===== src/rtl/busUnitPkg.sv =====
// Bus unit shared definitions
`default_nettype none

package busUnitPkg;

    // ====================
    // Operand size
    // ====================

    // Size of a data access as requested by the core
    typedef enum logic [1:0] {
        opByte = 2'b00,
        opWord = 2'b01,
        opLong = 2'b10
    } opSizeT;

    // SIZE pin encodings, 68K convention
    localparam logic [1:0] sizeByte = 2'b01;
    localparam logic [1:0] sizeWord = 2'b10;
    localparam logic [1:0] sizeLong = 2'b00;

    // ====================
    // Function codes
    // ====================

    localparam logic [2:0] fcUserData  = 3'd1;
    localparam logic [2:0] fcUserProg  = 3'd2;
    localparam logic [2:0] fcSuperData = 3'd5;
    localparam logic [2:0] fcSuperProg = 3'd6;
    localparam logic [2:0] fcCpuSpace  = 3'd7;

    // ====================
    // Bus word
    // ====================

    // One longword off the 32-bit port, seen as data or as two opcode words.
    // Word 1 is the upper half, which sits at the lower byte address
    typedef union packed {
        logic [31:0]      longWord;
        logic [1:0][15:0] opWord;
    } busWordU;

endpackage

`default_nettype wire

===== src/rtl/busUnitTop.sv =====
// Bus unit top level
`timescale 1ns/1ps
`default_nettype none

module busUnitTop
    import busUnitPkg::*;
#(
    parameter int busTimeout = 16
) (
    input  logic        CLK,
    input  logic        rstN,
    input  logic        dataRd,
    input  logic        dataWr,
    input  logic        opcodeRd,
    input  logic [31:0] dataAdr,
    input  logic [31:0] pc,
    input  logic [31:0] writeData,
    input  opSizeT      opSize,
    input  logic        sBit,
    input  logic        cpuSpace,
    input  logic [31:0] busDataIn,
    input  logic [1:0]  dsackN,
    input  logic        berrN,
    output logic [31:0] adrOut,
    output logic [2:0]  fcOut,
    output logic [31:0] busDataOut,
    output logic        dataEn,
    output logic [1:0]  size,
    output logic        asN,
    output logic        dsN,
    output logic        rwN,
    output logic        busBusy,
    output logic        dataRdy,
    output logic        opcodeRdy,
    output logic        busError,
    output logic [31:0] dataToCore,
    output logic [15:0] opcodeToCore,
    output logic [31:0] faultAdr
);

    logic        startRd;
    logic        startWr;
    logic        startOpcode;
    logic [31:0] busAdr;
    logic [2:0]  busFc;
    logic        cycleDone;
    logic        errorEnd;

    // Request priority and attribute latching
    accessAttributes i_accessAttributes (
        .CLK         (CLK),
        .rstN        (rstN),
        .dataRd      (dataRd),
        .dataWr      (dataWr),
        .opcodeRd    (opcodeRd),
        .dataAdr     (dataAdr),
        .pc          (pc),
        .sBit        (sBit),
        .cpuSpace    (cpuSpace),
        .busBusy     (busBusy),
        .cycleDone   (cycleDone),
        .errorEnd    (errorEnd),
        .startRd     (startRd),
        .startWr     (startWr),
        .startOpcode (startOpcode),
        .busAdr      (busAdr),
        .busFc       (busFc),
        .faultAdr    (faultAdr)
    );

    // Strobes, termination and bus monitor
    asyncBusCycle #(
        .busTimeout (busTimeout)
    ) i_asyncBusCycle (
        .CLK          (CLK),
        .rstN         (rstN),
        .startRd      (startRd),
        .startWr      (startWr),
        .startOpcode  (startOpcode),
        .busAdr       (busAdr),
        .busFc        (busFc),
        .opSize       (opSize),
        .writeData    (writeData),
        .busDataIn    (busDataIn),
        .dsackN       (dsackN),
        .berrN        (berrN),
        .adrOut       (adrOut),
        .fcOut        (fcOut),
        .size         (size),
        .asN          (asN),
        .dsN          (dsN),
        .rwN          (rwN),
        .dataEn       (dataEn),
        .busDataOut   (busDataOut),
        .busBusy      (busBusy),
        .cycleDone    (cycleDone),
        .errorEnd     (errorEnd),
        .dataRdy      (dataRdy),
        .opcodeRdy    (opcodeRdy),
        .busError     (busError),
        .dataToCore   (dataToCore),
        .opcodeToCore (opcodeToCore)
    );

endmodule

`default_nettype wire


===== src/rtl/asyncBusCycle.sv =====
// Asynchronous bus cycle
`timescale 1ns/1ps
`default_nettype none

module asyncBusCycle
    import busUnitPkg::*;
#(
    parameter int busTimeout = 16
) (
    input  logic        CLK,
    input  logic        rstN,
    input  logic        startRd,
    input  logic        startWr,
    input  logic        startOpcode,
    input  logic [31:0] busAdr,
    input  logic [2:0]  busFc,
    input  opSizeT      opSize,
    input  logic [31:0] writeData,
    input  logic [31:0] busDataIn,
    input  logic [1:0]  dsackN,
    input  logic        berrN,
    output logic [31:0] adrOut,
    output logic [2:0]  fcOut,
    output logic [1:0]  size,
    output logic        asN,
    output logic        dsN,
    output logic        rwN,
    output logic        dataEn,
    output logic [31:0] busDataOut,
    output logic        busBusy,
    output logic        cycleDone,
    output logic        errorEnd,
    output logic        dataRdy,
    output logic        opcodeRdy,
    output logic        busError,
    output logic [31:0] dataToCore,
    output logic [15:0] opcodeToCore
);

    localparam int cntW = $clog2(busTimeout);

    typedef enum logic [1:0] {stIdle, stStrobe, stDone} stateT;

    stateT           state;
    logic [cntW-1:0] strobeCnt;
    logic            opFetch;
    logic            startAny;
    logic            dsackSeen;
    logic            timedOut;
    logic            errNow;
    logic [1:0]      sizeCode;
    busWordU         rdWord;

    assign startAny  = startRd || startWr || startOpcode;
    assign dsackSeen = (dsackN != 2'b11);
    // Last strobe cycle that the bus monitor allows
    assign timedOut  = (strobeCnt == cntW'(busTimeout - 1));
    // BERRn wins over DSACKn on the same edge
    assign errNow    = !berrN || (!dsackSeen && timedOut);

    always_comb begin : sizeEncode
        case (opSize)
            opByte:  sizeCode = sizeByte;
            opWord:  sizeCode = sizeWord;
            default: sizeCode = sizeLong;
        endcase
    end

    // ====================
    // Cycle FSM
    // ====================

    always_ff @(posedge CLK) begin : cycleFsm
        if (!rstN) begin
            state     <= stIdle;
            strobeCnt <= '0;
            asN       <= 1'b1;
            dsN       <= 1'b1;
            rwN       <= 1'b1;
            dataEn    <= 1'b0;
            errorEnd  <= 1'b0;
            dataRdy   <= 1'b0;
            opcodeRdy <= 1'b0;
            busError  <= 1'b0;
        end else begin
            dataRdy   <= 1'b0;
            opcodeRdy <= 1'b0;
            busError  <= 1'b0;
            case (state)
                stIdle: begin
                    if (startAny) begin
                        state     <= stStrobe;
                        strobeCnt <= '0;
                        asN       <= 1'b0;
                        dsN       <= 1'b0;
                        rwN       <= !startWr;
                        dataEn    <= startWr;
                    end
                end
                stStrobe: begin
                    if (dsackSeen || errNow) begin
                        state    <= stDone;
                        asN      <= 1'b1;
                        dsN      <= 1'b1;
                        rwN      <= 1'b1;
                        dataEn   <= 1'b0;
                        errorEnd <= errNow;
                    end else begin
                        strobeCnt <= strobeCnt + 1'b1;
                    end
                end
                stDone: begin
                    // Completion pulse follows the strobes by one cycle
                    state     <= stIdle;
                    dataRdy   <= !errorEnd && !opFetch;
                    opcodeRdy <= !errorEnd && opFetch;
                    busError  <= errorEnd;
                end
                default: state <= stIdle;
            endcase
        end
    end

    // Bus attributes for the whole cycle
    always_ff @(posedge CLK) begin : attrLatch
        if (state == stIdle && startAny) begin
            adrOut     <= busAdr;
            fcOut      <= busFc;
            size       <= startOpcode ? sizeWord : sizeCode;
            busDataOut <= writeData;
            opFetch    <= startOpcode;
        end
    end

    // Read data is taken on the terminating edge
    always_ff @(posedge CLK) begin : readCapture
        if (state == stStrobe && dsackSeen && !errNow && rwN) begin
            rdWord.longWord <= busDataIn;
        end
    end

    assign busBusy      = (state != stIdle);
    assign cycleDone    = (state == stDone);
    assign dataToCore   = rdWord.longWord;
    // Even word address selects the upper half
    assign opcodeToCore = rdWord.opWord[!adrOut[1]];

    // ====================
    // Checks
    // ====================

    dsInsideAs: assert property (@(posedge CLK) disable iff (!rstN)
        !dsN |-> !asN);

    oneCompletion: assert property (@(posedge CLK) disable iff (!rstN)
        $onehot0({dataRdy, opcodeRdy, busError}));

endmodule

`default_nettype wire


===== src/rtl/accessAttributes.sv =====
// Bus access attributes
`timescale 1ns/1ps
`default_nettype none

module accessAttributes
    import busUnitPkg::*;
(
    input  logic        CLK,
    input  logic        rstN,

    // Request levels from the core
    input  logic        dataRd,
    input  logic        dataWr,
    input  logic        opcodeRd,
    input  logic [31:0] dataAdr,
    input  logic [31:0] pc,
    input  logic        sBit,
    input  logic        cpuSpace,

    // Status from the bus cycle
    input  logic        busBusy,
    input  logic        cycleDone,
    input  logic        errorEnd,

    // Cycle start and latched attributes
    output logic        startRd,
    output logic        startWr,
    output logic        startOpcode,
    output logic [31:0] busAdr,
    output logic [2:0]  busFc,
    output logic [31:0] faultAdr
);

    logic       startAny;
    logic       idle;
    logic       dataReq;
    logic       anyReq;
    logic [2:0] fcSel;

    assign startAny = startRd || startWr || startOpcode;

    // A start pulse in flight counts as busy, the FSM only sees it one edge later
    assign idle    = !busBusy && !startAny;
    assign dataReq = dataRd || dataWr;
    assign anyReq  = dataReq || opcodeRd;

    // ====================
    // Function code
    // ====================

    always_comb begin : fcSelect
        if (dataReq && cpuSpace) begin
            fcSel = fcCpuSpace;
        end else if (dataReq && sBit) begin
            fcSel = fcSuperData;
        end else if (dataReq) begin
            fcSel = fcUserData;
        end else if (sBit) begin
            fcSel = fcSuperProg;
        end else begin
            fcSel = fcUserProg;
        end
    end

    // ====================
    // Request sampling
    // ====================

    // Data beats opcode, read beats write
    always_ff @(posedge CLK) begin : startPulse
        if (!rstN) begin
            startRd     <= 1'b0;
            startWr     <= 1'b0;
            startOpcode <= 1'b0;
        end else begin
            startRd     <= idle && dataRd;
            startWr     <= idle && dataWr && !dataRd;
            startOpcode <= idle && opcodeRd && !dataReq;
        end
    end

    // Address and FC are taken on the same edge as the start pulse
    always_ff @(posedge CLK) begin : adrFcLatch
        if (idle && anyReq) begin
            busAdr <= dataReq ? dataAdr : pc;
            busFc  <= fcSel;
        end
    end

    // Address of the last cycle that ended in a bus error
    always_ff @(posedge CLK) begin : faultLatch
        if (cycleDone && errorEnd) begin
            faultAdr <= busAdr;
        end
    end

    // ====================
    // Checks
    // ====================

    // The FSM only takes a start while idle, so a second one would be dropped
    startOneHot: assert property (@(posedge CLK) disable iff (!rstN)
        $onehot0({startRd, startWr, startOpcode}));

    startWhileBusy: assert property (@(posedge CLK) disable iff (!rstN)
        busBusy |-> !startAny);

endmodule

`default_nettype wire


===== config.mk =====
export PLATFORM = sky130hd
export DESIGN_NAME = busUnitTop
export DESIGN_NICKNAME = d
export VERILOG_FILES = /design/src/rtl/busUnitPkg.sv /design/src/rtl/busUnitTop.sv /design/src/rtl/asyncBusCycle.sv /design/src/rtl/accessAttributes.sv
export SDC_FILE = /design/constraint.sdc
export NUM_CORES = 1
export LEC_CHECK = 0
export BUFFER_PORTS_ARGS = -buffer_cell sky130_fd_sc_hd__buf_4
export CORE_MARGIN = 2
export CORE_UTILIZATION = 46
export DETAILED_ROUTE_END_ITERATION = 8
export GPL_TIMING_DRIVEN = 0
export PLACE_DENSITY = 0.8
export SYNTH_ARGS = -nofsm -noshare
export SYNTH_HDL_FRONTEND = slang
export SYNTH_SLANG_ARGS = --single-unit

===== constraint.sdc =====
create_clock -name CLK -period 2.6 [get_ports CLK]
set_input_delay 0.52 -clock CLK [delete_from_list [all_inputs] [get_ports CLK]]
set_output_delay 0.52 -clock CLK [all_outputs]
set_load 0.02 [all_outputs]

==> tab_implementation.tex, run 1 <==
\begin{tabular}{lr}
\hline
Metric & Value \\
\hline
\multicolumn{2}{l}{\textbf{Run status}} \\
\quad Status & finished, final reports clean \\
\multicolumn{2}{l}{\textbf{Drt}} \\
\quad Met2 routed wirelength & 8181 um \\
\quad Met3 wirelength from detailed routing & 1302 um \\
\quad Number of design-rule violations left by the first detailed-router iteration & around 250 \\
\quad Detailed-route wire length per cell & 19.41 um \\
\quad Number of remaining DRC errors & 0 \\
\quad Routed length on met1 & between 5000 and 6000 um \\
\quad Uppermost layer routed & met4 \\
\quad First-pass DRT Iterations & 4 \\
\quad Aggregate routed wire length & 15550 um \\
\quad Vias per cell & between 4 and 5 \\
\quad Detailed-route via count & just under 4000 \\
\quad Residual antenna-violating net count after detailed routing & 0 \\
\multicolumn{2}{l}{\textbf{Clock tree}} \\
\quad Clock sink count & 185 \\
\quad H-tree depth & 4 \\
\quad Post-CTS Hold Fix Bufs & 0 \\
\quad Post-cts repair resize count & 0 \\
\quad Buffer levels on the longest clock path & 2 \\
\quad Latest clock arrival within the worst-skew pair & just over 0.4 ns \\
\quad Root Driver & sky130\_fd\_sc\_hd\_\_clkbuf\_16 \\
\quad CTS Buf Count & 17 \\
\quad Number of buffers inserted to repair setup after CTS & 0 \\
\quad Clock transition at the register clock pins on the worst setup and hold paths after CTS & 0.06 ns \\
\quad TritonCTS clock tree & built \\
\multicolumn{2}{l}{\textbf{Place}} \\
\quad Inst Count DP & 772 \\
\quad Port bufs & 296 \\
\quad HPWL reported at the end of detailed placement & between 10000 and 15000 um \\
\quad Last weighted congestion value of the routability-driven placer & approximately 0.8 \\
\multicolumn{2}{l}{\textbf{Yosys}} \\
\quad Number of synthesized register bits & between 150 and 200 \\
\quad Count of flip-flops with a built-in enable after synthesis & 169 \\
\quad Yosys top cell by area & sky130\_fd\_sc\_hd\_\_edfxtp\_1 \\
\quad Synth top area share & between 70\% and 80\% \\
\quad Top post-synthesis cells by area & sky130\_fd\_sc\_hd\_\_edfxtp\_1, sky130\_fd\_sc\_hd\_\_mux2\_2, sky130\_fd\_sc\_hd\_\_dfxtp\_1, sky130\_fd\_sc\_hd\_\_and2\_1, sky130\_fd\_sc\_hd\_\_nand3\_1 \\
\quad Seq/Total Area, Yosys & between 80\% and 90\% \\
\quad Synthesis warning total & 0 \\
\quad Post-synthesis instance area & 0.006355 sq mm \\
\quad Commonest register cell after synthesis & sky130\_fd\_sc\_hd\_\_edfxtp\_1 \\
\quad Synthesized netlist cell count & approximately 300 \\
\quad Count of unique library cells instantiated by Yosys & 35 \\
\quad Share of synthesized flip-flops with an asynchronous set or reset & 0\% \\
\quad Mean instance size in the synthesized netlist & 21.25 sq um \\
\quad Net count of the mapped netlist & 440 \\
\multicolumn{2}{l}{\textbf{Critical path}} \\
\quad Worst Setup Start Kind & flip-flop \\
\quad Register-to-register setup slack & slightly below 0.6 ns \\
\quad Category of the most critical setup path & flip-flop to output port \\
\quad Launch instance of the worst register-to-register path & i\_asyncBusCycle.state[1] \\
\quad Worst reg2reg path depth & 4 \\
\quad Arrival time of data at the critical path endpoint & just under 2 ns \\
\quad Data required time at the worst endpoint & 2.08 ns \\
\quad Highest fanout seen on the critical path & 10 \\
\quad Worst setup EP type & output port \\
\quad RR Endpoint & i\_asyncBusCycle.busDataOut[25] \\
\multicolumn{2}{l}{\textbf{Floorplanning}} \\
\quad Number of placed I/O pins & 297 \\
\quad Initial core utilization & between 40 and 50\% \\
\quad Height of the die & between 100 and 150 um \\
\quad Die span in x & approximately 120 um \\
\quad Die outline area & $\sim$0.015 sq mm \\
\quad Area of the core & 0.01335 sq mm \\
\quad Num rows & 42 \\
\multicolumn{2}{l}{\textbf{Layout}} \\
\quad Net total in the final layout & approximately 760 \\
\quad Share of layout cells above drive strength 1 & between 60\% and 70\% \\
\quad Utilization of the core after routing & just over 70\% \\
\quad P\&R area growth vs syn & 47.79\% \\
\quad Number of inserted diodes & 0 \\
\quad Final non-filler cell total & between 800 and 900 \\
\multicolumn{2}{l}{\textbf{Timing}} \\
\quad Final critical path time including I/O delays and setup & roughly 2.5 ns \\
\quad Share of the clock period used by the worst path & between 90\% and 100\% \\
\quad Slew at the pin with the worst max-slew slack & between 0.9 and 1 ns \\
\quad Unrepaired setup endpoints after global routing & no \\
\quad Clock skew & $\sim$0.0076 ns \\
\quad Relative slew slack & a little under two fifths \\
\quad Final Slew Violations & 0 \\
\quad Number of endpoints with negative hold slack in the final report & 0 \\
\quad Final setup viols & 0 \\
\quad Maximum frequency from static timing analysis & roughly 400 MHz \\
\multicolumn{2}{l}{\textbf{Flow run}} \\
\quad Maximum capacitance violations & 0 \\
\multicolumn{2}{l}{\textbf{Power}} \\
\quad Sw Share & 22.39\% \\
\quad Sequential group share of total power & 52.0\% \\
\quad Switching Power & approximately 1.6 mW \\
\quad IR drop worst, VDD & slightly above 0.4 mV \\
\quad Pwr per Cell Area & 749.9 mW/mm\^{}2 \\
\quad Combinational share of power & between 10\% and 20\% \\
\quad Reported leakage power & approximately 3.8 nW \\
\quad Internal Pwr Total & $\sim$5.5 mW \\
\quad Part of the total power dissipated in the clock network & between 30 and 40\% \\
\multicolumn{2}{l}{\textbf{Min path}} \\
\quad Hold Crit Start & writeData[15] \\
\quad Number of cells traversed by the worst hold path & 1 \\
\quad Path class of the lowest-slack min-delay path & primary input to flip-flop \\
\quad Capture endpoint of the worst hold path & i\_asyncBusCycle.busDataOut[15] \\
\multicolumn{2}{l}{\textbf{Global routing}} \\
\quad Maximum number of pins on one net before global-route repair & 72 \\
\quad Aggregate global routing overflow & 0 \\
\quad Global-route total usage across every layer & 20.67\% \\
\quad Antenna violations before repair & 0 \\
\quad Vias in the first global route & between 3000 and 4000 \\
\quad Wire length of the first global-routing pass & between 20000 and 25000 um \\
\hline
\end{tabular}
state kept, by name, indices dropped and copies added (netlist names), 2 cells and up:
register / count
i_asyncBusCycle.size: 2
i_asyncBusCycle.dataToCore: 32
i_asyncBusCycle.busDataOut: 32
i_asyncBusCycle.state: 2
i_asyncBusCycle.fcOut: 3
i_accessAttributes.faultAdr: 32
i_asyncBusCycle.strobeCnt: 4
i_accessAttributes.busFc: 3
i_accessAttributes.busAdr: 32
i_asyncBusCycle.adrOut: 32
critical path: stages (launching register included):
cell,delay [ns]
sky130_fd_sc_hd__edfxtp_1,0.35
sky130_fd_sc_hd__clkbuf_1,0.32
sky130_fd_sc_hd__buf_2,0.34
sky130_fd_sc_hd__mux2_2,0.37
sky130_fd_sc_hd__buf_4,0.16
logic make-up (layout without fill, tap and decap cells):
kind of cell	after synthesis	count (layout)	share of synthesized area [%]
compound gates	14	14	1.496
fa+ha+maj	1	1	0.1969
buf+inv	13	339	0.9646
flops	185	185	84.90
mux	48	48	8.506
simple gates	38	38	3.938
synth_stat cells, drive strengths merged, types with 2 or more instances:
master,n
buf,6
nand3,5
o21ai,3
and2,4
edfxtp,169
inv,5
dfxtp,16
mux2,48
a21o,2
nand2b,2
o31ai,2
nand4,5
nor2,4
clkbuf,2
a21oi,3
and3,3
nor3,3
and3b,3
nand2,4
routing by layer:
layer  GRT usage (%)  vias up
met5               0        -
met4           11.57        0
met3           7.022       37
met2           35.85      197
met1           22.13     1894
li1                -     1802
how the worst max path moves through the flow:
stage                                   start                              to  slack, ns  cells after the start
floorplan            i_asyncBusCycle.state[1]       i_asyncBusCycle.adrOut[0]       0.65                      4
global placement                       dataWr    i_accessAttributes.busAdr[6]      -0.25                      4
detailed placement                      berrN  i_asyncBusCycle.dataToCore[31]       0.10                      3
CTS                 i_asyncBusCycle.adrOut[1]                 opcodeToCore[9]       0.09                      4
global route        i_asyncBusCycle.adrOut[1]                 opcodeToCore[9]       0.04                      4
finish              i_asyncBusCycle.adrOut[1]                opcodeToCore[11]       0.13                      4
power by group through the flow:
stage	Combinational (mW)	Clock [mW]	Sequential, mW
global route	0.943	2.65	3.68
floorplan	0.242	0	3.86
CTS	0.904	2.53	3.66
finish	0.892	2.49	3.66
global placement	0.858	0	3.71
detailed placement	0.901	0	3.72
stage by stage:
step | power (mW) | cell area [sq um] | hold WS (ns) | TNS [ns] | worst slack [ns]
after floorplan | 4.105 | 6355 | 0.4003 | 0 | 0.6462
after global routing | 7.270 | 9392 | 0.2582 | 0 | 0.04038
final | 7.043 | 9392 | 0.2819 | 0 | 0.1274
after global placement | 4.569 | 8797 | 0.4004 | -8.546 | -0.2469
after CTS | 7.093 | 9390 | 0.2640 | 0 | 0.08903
after detailed placement | 4.626 | 8827 | 0.4045 | 0 | 0.1011
cell usage in the layout, fill, tap and decap left out, drive strengths merged, types with 4 or more instances in the layout:
| cell type | Yosys | layout |
|---|---|---|
| buf | 6 | 303 |
| edfxtp | 169 | 169 |
| mux2 | 48 | 48 |
| clkbuf | 2 | 21 |
| dfxtp | 16 | 16 |
| nand3 | 5 | 5 |
| inv | 5 | 5 |
| nand4 | 5 | 5 |
| nor2 | 4 | 4 |
| nand2 | 4 | 4 |
| and2 | 4 | 4 |
| clkinv | 0 | 4 |
final cells by class:
| type | count | area (sq um) |
|---|---|---|
| Buffer | 8 | 42.54 |
| Multi-Input combinational cell | 101 | 899.6 |
| Fill cell | 895 | 3956 |
| Clock buffer | 19 | 432.9 |
| Clock inverter | 10 | 130.1 |
| Timing Repair Buffer | 297 | 2250 |
| Inverter | 5 | 21.27 |
| Tap cell | 176 | 220.2 |
| Sequential cell | 185 | 5395 |
Note: power is estimated with default switching activity, not from simulation.
==> run 2: changes to the inputs <==
--- a/config.mk
+++ b/config.mk
@@ -7,10 +7,10 @@
 export LEC_CHECK = 0
 export BUFFER_PORTS_ARGS = -buffer_cell sky130_fd_sc_hd__buf_4
 export CORE_MARGIN = 2
-export CORE_UTILIZATION = 46
+export CORE_UTILIZATION = 45
 export DETAILED_ROUTE_END_ITERATION = 8
 export GPL_TIMING_DRIVEN = 0
-export PLACE_DENSITY = 0.8
+export PLACE_DENSITY = 0.79
 export SYNTH_ARGS = -nofsm -noshare
 export SYNTH_HDL_FRONTEND = slang
 export SYNTH_SLANG_ARGS = --single-unit
==> constraint.sdc (replaced) <==
create_clock -name CLK -period 2.6 [get_ports CLK]
set_input_delay 0.13 -clock CLK [delete_from_list [all_inputs] [get_ports CLK]]
set_output_delay 0.13 -clock CLK [all_outputs]
set_load 0.02 [all_outputs]
==> run 2 against run 1 <==
Critical path depth is 2 higher. Global-route usage rose by 4.4 points. Combinational power is 19% higher. Worst hold slack lost 0.27 ns. Register-to-register slack got worse by 0.04 ns. First-iteration DRC count increased by 3.3%. Non-clock buffer count grew 106. Clock power up 2%. Critical path type is now primary input to flip-flop.
==> tab_implementation.tex, run 2 (same netlist as run 1, synthesis figures left out) <==
\begin{tabular}{lr}
\hline
Metric & Value \\
\hline
\multicolumn{2}{l}{\textbf{Run status}} \\
\quad Status & finished, final reports clean \\
\multicolumn{2}{l}{\textbf{Layout}} \\
\quad Most frequent cells in the layout & sky130\_fd\_sc\_hd\_\_buf\_4, sky130\_fd\_sc\_hd\_\_edfxtp\_1, sky130\_fd\_sc\_hd\_\_dlygate4sd3\_1, sky130\_fd\_sc\_hd\_\_mux2\_2, sky130\_fd\_sc\_hd\_\_clkbuf\_16 \\
\quad Net total in the final layout & 862 \\
\quad Filler instances & around 770 \\
\quad Leading cell type in the layout, fill and taps excluded & sky130\_fd\_sc\_hd\_\_buf\_4 \\
\quad Finished layout cell area & around 0.010 sq mm \\
\quad Area of combinational cells with multiple inputs & approximately 900 sq um \\
\quad Seq. cell area & around 0.0054 sq mm \\
\quad P\&R area growth vs syn & 64.60\% \\
\quad Share of layout cells above drive strength 1 & 52.67\% \\
\quad Utilization of the core after routing & about three quarters \\
\multicolumn{2}{l}{\textbf{Timing}} \\
\quad Share of the clock period used by the worst path & between 90\% and 100\% \\
\quad Final Slew Violations & 0 \\
\quad Sum of negative setup slack & 0 ns \\
\quad Number of endpoints with negative hold slack in the final report & 0 \\
\quad Relative slew slack & roughly 38\% \\
\quad Final setup viols & 0 \\
\quad Unrepaired setup endpoints after global routing & no \\
\quad Setup slack of the critical path after layout & 0.1030 ns \\
\quad Worst hold slack & 0.01539 ns \\
\quad Maximum frequency from static timing analysis & 400.5 MHz \\
\quad Final critical path time including I/O delays and setup & 2.497 ns \\
\quad Slew at the pin with the worst max-slew slack & 0.9339 ns \\
\quad Clock skew & 0.01216 ns \\
\multicolumn{2}{l}{\textbf{Power}} \\
\quad Pwr per Cell Area & $\sim$690 mW/mm\^{}2 \\
\quad IR drop worst, VDD & 0.4479 mV \\
\quad Reported leakage power & between 4 and 5 nW \\
\multicolumn{2}{l}{\textbf{Critical path}} \\
\quad Arrival time of data at the critical path endpoint & $\sim$2.7 ns \\
\quad Worst Setup Start Kind & primary input \\
\quad Highest fanout seen on the critical path & 10 \\
\quad Category of the most critical setup path & primary input to flip-flop \\
\quad Worst setup EP type & flip-flop \\
\quad Data required time at the worst endpoint & between 2 and 3 ns \\
\quad Most frequent cell on the critical path & sky130\_fd\_sc\_hd\_\_dlygate4sd3\_1 \\
\quad Cell at the slowest stage of the critical path & sky130\_fd\_sc\_hd\_\_dlygate4sd3\_1 \\
\quad Chain of cells forming the critical path & dlygate4sd3\_1 -> buf\_4 -> nor2\_1 -> buf\_2 -> mux2\_2 -> dlygate4sd3\_1 \\
\quad CP peak stage delay & $\sim$0.56 ns \\
\multicolumn{2}{l}{\textbf{Clock tree}} \\
\quad Root Driver & sky130\_fd\_sc\_hd\_\_clkbuf\_16 \\
\quad Post-CTS Hold Fix Bufs & about 100 \\
\quad Clock sink count & about 190 \\
\quad CTS Buf Count & 17 \\
\quad Clock transition at the register clock pins on the worst setup and hold paths after CTS & 0.07 ns \\
\quad Buffer levels on the longest clock path & 2 \\
\quad Latest clock arrival within the worst-skew pair & between 0.4 and 0.5 ns \\
\quad H-tree depth & 4 \\
\quad Post-cts repair resize count & 0 \\
\quad Number of buffers inserted to repair setup after CTS & 0 \\
\quad TritonCTS clock tree & built \\
\multicolumn{2}{l}{\textbf{Global routing}} \\
\quad Maximum number of pins on one net before global-route repair & between 70 and 80 \\
\quad Wire length of the first global-routing pass & between 20000 and 30000 um \\
\quad Vias in the first global route & slightly below 5000 \\
\quad Global-route total usage across every layer & roughly a quarter \\
\quad Aggregate global routing overflow & 0 \\
\quad Antenna violations before repair & 1 \\
\multicolumn{2}{l}{\textbf{Place}} \\
\quad Worst slack, placed & 0.3705 ns \\
\quad Port bufs & between 200 and 300 \\
\quad HPWL reported at the end of detailed placement & around 12000 um \\
\quad Last weighted congestion value of the routability-driven placer & around 0.77 \\
\quad Area after detailed placement & between 0.008 and 0.009 sq mm \\
\multicolumn{2}{l}{\textbf{Floorplanning}} \\
\quad Die outline area & roughly 0.015 sq mm \\
\quad Height of the die & between 100 and 150 um \\
\quad Initial core utilization & 45.96\% \\
\quad Number of placed I/O pins & slightly below 300 \\
\quad Area of the core & 0.01383 sq mm \\
\quad Num rows & 43 \\
\quad Die span in x & 122.8 um \\
\multicolumn{2}{l}{\textbf{Drt}} \\
\quad Detailed-route via count & 4505 \\
\quad Vias per cell & between 4 and 5 \\
\quad Residual antenna-violating net count after detailed routing & 0 \\
\quad Number of remaining DRC errors & 0 \\
\quad First-pass DRT Iterations & 4 \\
\quad Number of design-rule violations left by the first detailed-router iteration & around 250 \\
\quad Detailed-route wire length per cell & between 20 and 25 um \\
\quad Aggregate routed wire length & approximately 19000 um \\
\multicolumn{2}{l}{\textbf{Flow run}} \\
\quad Maximum capacitance violations & 0 \\
\multicolumn{2}{l}{\textbf{Min path}} \\
\quad Path class of the lowest-slack min-delay path & primary input to flip-flop \\
\hline
\end{tabular}
## run 2: changes by cell type in the layout (fill, tap and decap cells not counted)
cell,delta
sky130_fd_sc_hd__clkinv_4,+1
sky130_fd_sc_hd__clkinvlp_4,-2
sky130_fd_sc_hd__clkinv_1,-1
sky130_fd_sc_hd__diode_2,+1
sky130_fd_sc_hd__dlygate4sd3_1,+106
sky130_fd_sc_hd__clkinv_2,+2
## run 2: layout make-up
cell class | instances | area share [%]
sequential | 185 | 51.58
timing repair buffer | 403 | 31.65
multi-input combinational | 101 | 8.601
clock buffer | 19 | 4.139
tap | 180 | 2.153
clock inverter | 10 | 1.244
buffer | 8 | 0.4067
inverter | 5 | 0.2033
antenna | 1 | 0.02392
## run 2: routing by layer
layer	up-vias	global-route usage, %	share of wire (%)
li1	2017	-	-
met1	2199	24.54	34
met2	248	46.93	55
met3	41	8.411	8.4
met4	0	11.78	3.3
met5	-	0	0
## run 2: worst paths after layout
path / slack (ns) / start / end / cells after the start
min: 0.02 / pc[3] / i_accessAttributes.busAdr[3] / 2
max: 0.10 / dataWr / i_accessAttributes.busAdr[21] / 6
max reg2reg: 0.55 / i_asyncBusCycle.state[1] / i_asyncBusCycle.adrOut[12] / 4
min reg2reg: 0.43 / i_accessAttributes.busFc[2] / i_asyncBusCycle.fcOut[2] / 0
## run 2: worst max-delay path: cells and delay by family
family / cells / cell delay, ns
buf+inv: 4 / 1.63
mux: 1 / 0.36
simple gates: 1 / 0.54
## run 2: where the power goes
group | total (mW) | internal (mW) | switching [mW]
Sequential | 3.67 | 3.57 | 0.0994
Clock | 2.54 | 1.49 | 1.05
Combinational | 1.06 | 0.521 | 0.534
## run 2: through the flow
stage | cells | total power, mW
floorplan | 299 | 4.105
global placement | 775 | 4.568
detailed placement | 776 | 4.627
CTS | 909 | 7.258
global route | 912 | 7.493
finish | 912 | 7.262
==> run 3: changes to the inputs <==
==> constraint.sdc (replaced) <==
create_clock -name CLK -period 2.7 [get_ports CLK]
set_input_delay 0.135 -clock CLK [delete_from_list [all_inputs] [get_ports CLK]]
set_output_delay 0.135 -clock CLK [all_outputs]
set_load 0.02 [all_outputs]
==> run 3 against run 2 <==
Sequential share of layout area is 0.35 points higher. Largest power group unchanged. Highest routed layer unchanged. Final area shrank 0.67%. Critical path type unchanged. Largest cell class unchanged. Flip-flop and latch count unchanged. First-iteration DRC count fell by 4.0%. Critical path depth stayed put. Die area stayed put. Clock power shrank 4%.
==> tab_implementation.tex, run 3 (same netlist as run 1, synthesis figures left out) <==
\begin{tabular}{lr}
\hline
Metric & Value \\
\hline
\multicolumn{2}{l}{\textbf{Critical path}} \\
\quad Buffers plus inverters on the worst setup path & 4 \\
\quad Worst reg2reg path depth & 4 \\
\quad Worst setup EP type & flip-flop \\
\quad Data required time at the worst endpoint & around 2.9 ns \\
\quad CP peak stage delay & 0.57 ns \\
\quad End point of the critical path & i\_accessAttributes.busAdr[8] \\
\quad Arrival time of data at the critical path endpoint & $\sim$2.7 ns \\
\quad Most frequent cell on the critical path & sky130\_fd\_sc\_hd\_\_dlygate4sd3\_1 \\
\quad Highest fanout seen on the critical path & 10 \\
\quad Chain of cells forming the critical path & dlygate4sd3\_1 -> buf\_4 -> nor2\_1 -> buf\_2 -> mux2\_2 -> dlygate4sd3\_1 \\
\quad Worst Setup Start Kind & primary input \\
\quad Category of the most critical setup path & primary input to flip-flop \\
\quad Source of the critical timing path & dataWr \\
\quad Worst path depth & 6 \\
\quad RR Endpoint & i\_asyncBusCycle.adrOut[12] \\
\quad Register-to-register setup slack & approximately 0.66 ns \\
\quad Launch instance of the worst register-to-register path & i\_asyncBusCycle.state[1] \\
\quad Largest delay share family, worst path & buffers and inverters \\
\quad Cell at the slowest stage of the critical path & sky130\_fd\_sc\_hd\_\_dlygate4sd3\_1 \\
\multicolumn{2}{l}{\textbf{Power}} \\
\quad Pwr per Cell Area & around 670 mW/mm\^{}2 \\
\quad IR drop worst, VDD & roughly 0.39 mV \\
\quad Reported leakage power & between 4 and 5 nW \\
\multicolumn{2}{l}{\textbf{Global routing}} \\
\quad Global-route total usage across every layer & roughly a quarter \\
\quad Wire length of the first global-routing pass & between 20000 and 30000 um \\
\quad Vias in the first global route & approximately 4800 \\
\quad Antenna violations before repair & 1 \\
\quad Aggregate global routing overflow & 0 \\
\quad Maximum number of pins on one net before global-route repair & 72 \\
\multicolumn{2}{l}{\textbf{Layout}} \\
\quad Most frequent cells in the layout & sky130\_fd\_sc\_hd\_\_buf\_4, sky130\_fd\_sc\_hd\_\_edfxtp\_1, sky130\_fd\_sc\_hd\_\_dlygate4sd3\_1, sky130\_fd\_sc\_hd\_\_mux2\_2, sky130\_fd\_sc\_hd\_\_clkbuf\_16 \\
\quad Utilization of the core after routing & between 70\% and 80\% \\
\quad Net total in the final layout & roughly 860 \\
\quad Leading cell type in the layout, fill and taps excluded & sky130\_fd\_sc\_hd\_\_buf\_4 \\
\quad P\&R area growth vs syn & 63.50\% \\
\quad Final non-filler cell total & a little over 900 \\
\quad Share of layout cells above drive strength 1 & between 50\% and 60\% \\
\multicolumn{2}{l}{\textbf{Clock tree}} \\
\quad TritonCTS clock tree & built \\
\quad Latest clock arrival within the worst-skew pair & 0.43 ns \\
\quad Clock transition at the register clock pins on the worst setup and hold paths after CTS & around 0.07 ns \\
\quad Buffer levels on the longest clock path & 2 \\
\quad CTS Buf Count & 17 \\
\quad Clock sink count & between 150 and 200 \\
\quad Root Driver & sky130\_fd\_sc\_hd\_\_clkbuf\_16 \\
\quad H-tree depth & 4 \\
\multicolumn{2}{l}{\textbf{Timing}} \\
\quad Final setup viols & 0 \\
\quad Number of endpoints with negative hold slack in the final report & 0 \\
\quad Final critical path time including I/O delays and setup & about 2.5 ns \\
\quad Share of the clock period used by the worst path & between 90\% and 100\% \\
\quad Slew at the pin with the worst max-slew slack & roughly 0.93 ns \\
\quad Unrepaired setup endpoints after global routing & no \\
\quad Final Slew Violations & 0 \\
\quad Sum of negative setup slack & 0 ns \\
\quad Clock skew & around 0.015 ns \\
\quad Relative slew slack & a little under two fifths \\
\quad Maximum frequency from static timing analysis & between 400 and 500 MHz \\
\multicolumn{2}{l}{\textbf{Floorplanning}} \\
\quad Number of placed I/O pins & 297 \\
\quad Area of the core & 0.01383 sq mm \\
\quad Num rows & 43 \\
\quad Initial core utilization & 45.96\% \\
\quad Height of the die & approximately 120 um \\
\quad Die span in x & 122.8 um \\
\quad Die outline area & about 0.015 sq mm \\
\multicolumn{2}{l}{\textbf{Place}} \\
\quad Port bufs & 296 \\
\quad Last weighted congestion value of the routability-driven placer & about 0.77 \\
\quad HPWL reported at the end of detailed placement & approximately 12000 um \\
\quad Inst Count DP & 776 \\
\multicolumn{2}{l}{\textbf{Drt}} \\
\quad Number of design-rule violations left by the first detailed-router iteration & 243 \\
\quad Number of remaining DRC errors & 0 \\
\quad Vias per cell & between 4 and 5 \\
\quad First-pass DRT Iterations & 4 \\
\quad Aggregate routed wire length & 18770 um \\
\quad Detailed-route wire length per cell & $\sim$21 um \\
\quad Detailed-route via count & 4498 \\
\quad Residual antenna-violating net count after detailed routing & 0 \\
\multicolumn{2}{l}{\textbf{Flow run}} \\
\quad Maximum capacitance violations & 0 \\
\multicolumn{2}{l}{\textbf{Run status}} \\
\quad Status & finished, final reports clean \\
\multicolumn{2}{l}{\textbf{Min path}} \\
\quad Path class of the lowest-slack min-delay path & primary input to flip-flop \\
\hline
\end{tabular}
[run 3: cell count changes in the layout (fill, tap and decap cells not counted), sizes merged]
cell,previous run,this run
dlygate4sd3,106,99
[run 3: cell type report]
class | count | area, sq um
Clock buffer | 19 | 432.9
Timing Repair Buffer | 396 | 3241
Inverter | 5 | 21.27
Clock inverter | 10 | 130.1
Buffer | 8 | 42.54
Fill cell | 782 | 3437
Sequential cell | 185 | 5395
Multi-Input combinational cell | 101 | 899.6
Antenna cell | 1 | 2.502
Tap cell | 180 | 225.2
[run 3: worst reg2reg max path, delay by kind of cell (launching register included)]
| family | cells | cell delay (ns) |
|---|---|---|
| AND/OR/NAND/NOR | 2 | 0.40 |
| buffers and inverters | 2 | 0.84 |
| flip-flops | 1 | 0.38 |
[run 3: timing repair]
action	CTS	global route
hold endpoints to repair	84	4
endpoints found under the setup margin	0	0
buffers inserted	0	0
resized for setup	0	0
hold buffers	95	4
[run 3: through the flow]
step                worst slack, ns  power [mW]  hold slack, ns  cell area (sq um)
CTS                          0.2313       6.976       0.0009671              10350
global placement             0.2610       4.399          0.3129               8802
finish                       0.2179       6.978         0.01060              10390
global route                 0.1261       7.203        0.001259              10390
floorplan                    0.7462       3.953          0.2339               6355
detailed placement           0.4705       4.455          0.3143               8832
[run 3: where the power goes]
part | internal, mW | switching [mW]
combinational | 0.492 | 0.510
sequential | 3.44 | 0.0961
clock | 1.43 | 1.01
total | 5.36 | 1.61
[run 3: how the worst min path moves through the flow]
stage	from	endpoint	slack (ns)	depth (start not counted)
after floorplan	writeData[0]	i_asyncBusCycle.busDataOut[0]	0.23	0
after global placement	writeData[15]	i_asyncBusCycle.busDataOut[15]	0.31	1
after detailed placement	writeData[25]	i_asyncBusCycle.busDataOut[25]	0.31	1
after CTS	dataAdr[27]	i_accessAttributes.busAdr[27]	0.001	2
after global routing	dataAdr[21]	i_accessAttributes.busAdr[21]	0.001	2
final	pc[24]	i_accessAttributes.busAdr[24]	0.01	2
[run 3: layer usage]
metal | vias up | global-route usage, % | share of wire, %
li1 | 2000 | - | -
met1 | 2208 | 24.11 | 33
met2 | 248 | 46.27 | 55
met3 | 42 | 8.411 | 8.5
met4 | 0 | 11.21 | 3.1
met5 | - | 0 | 0
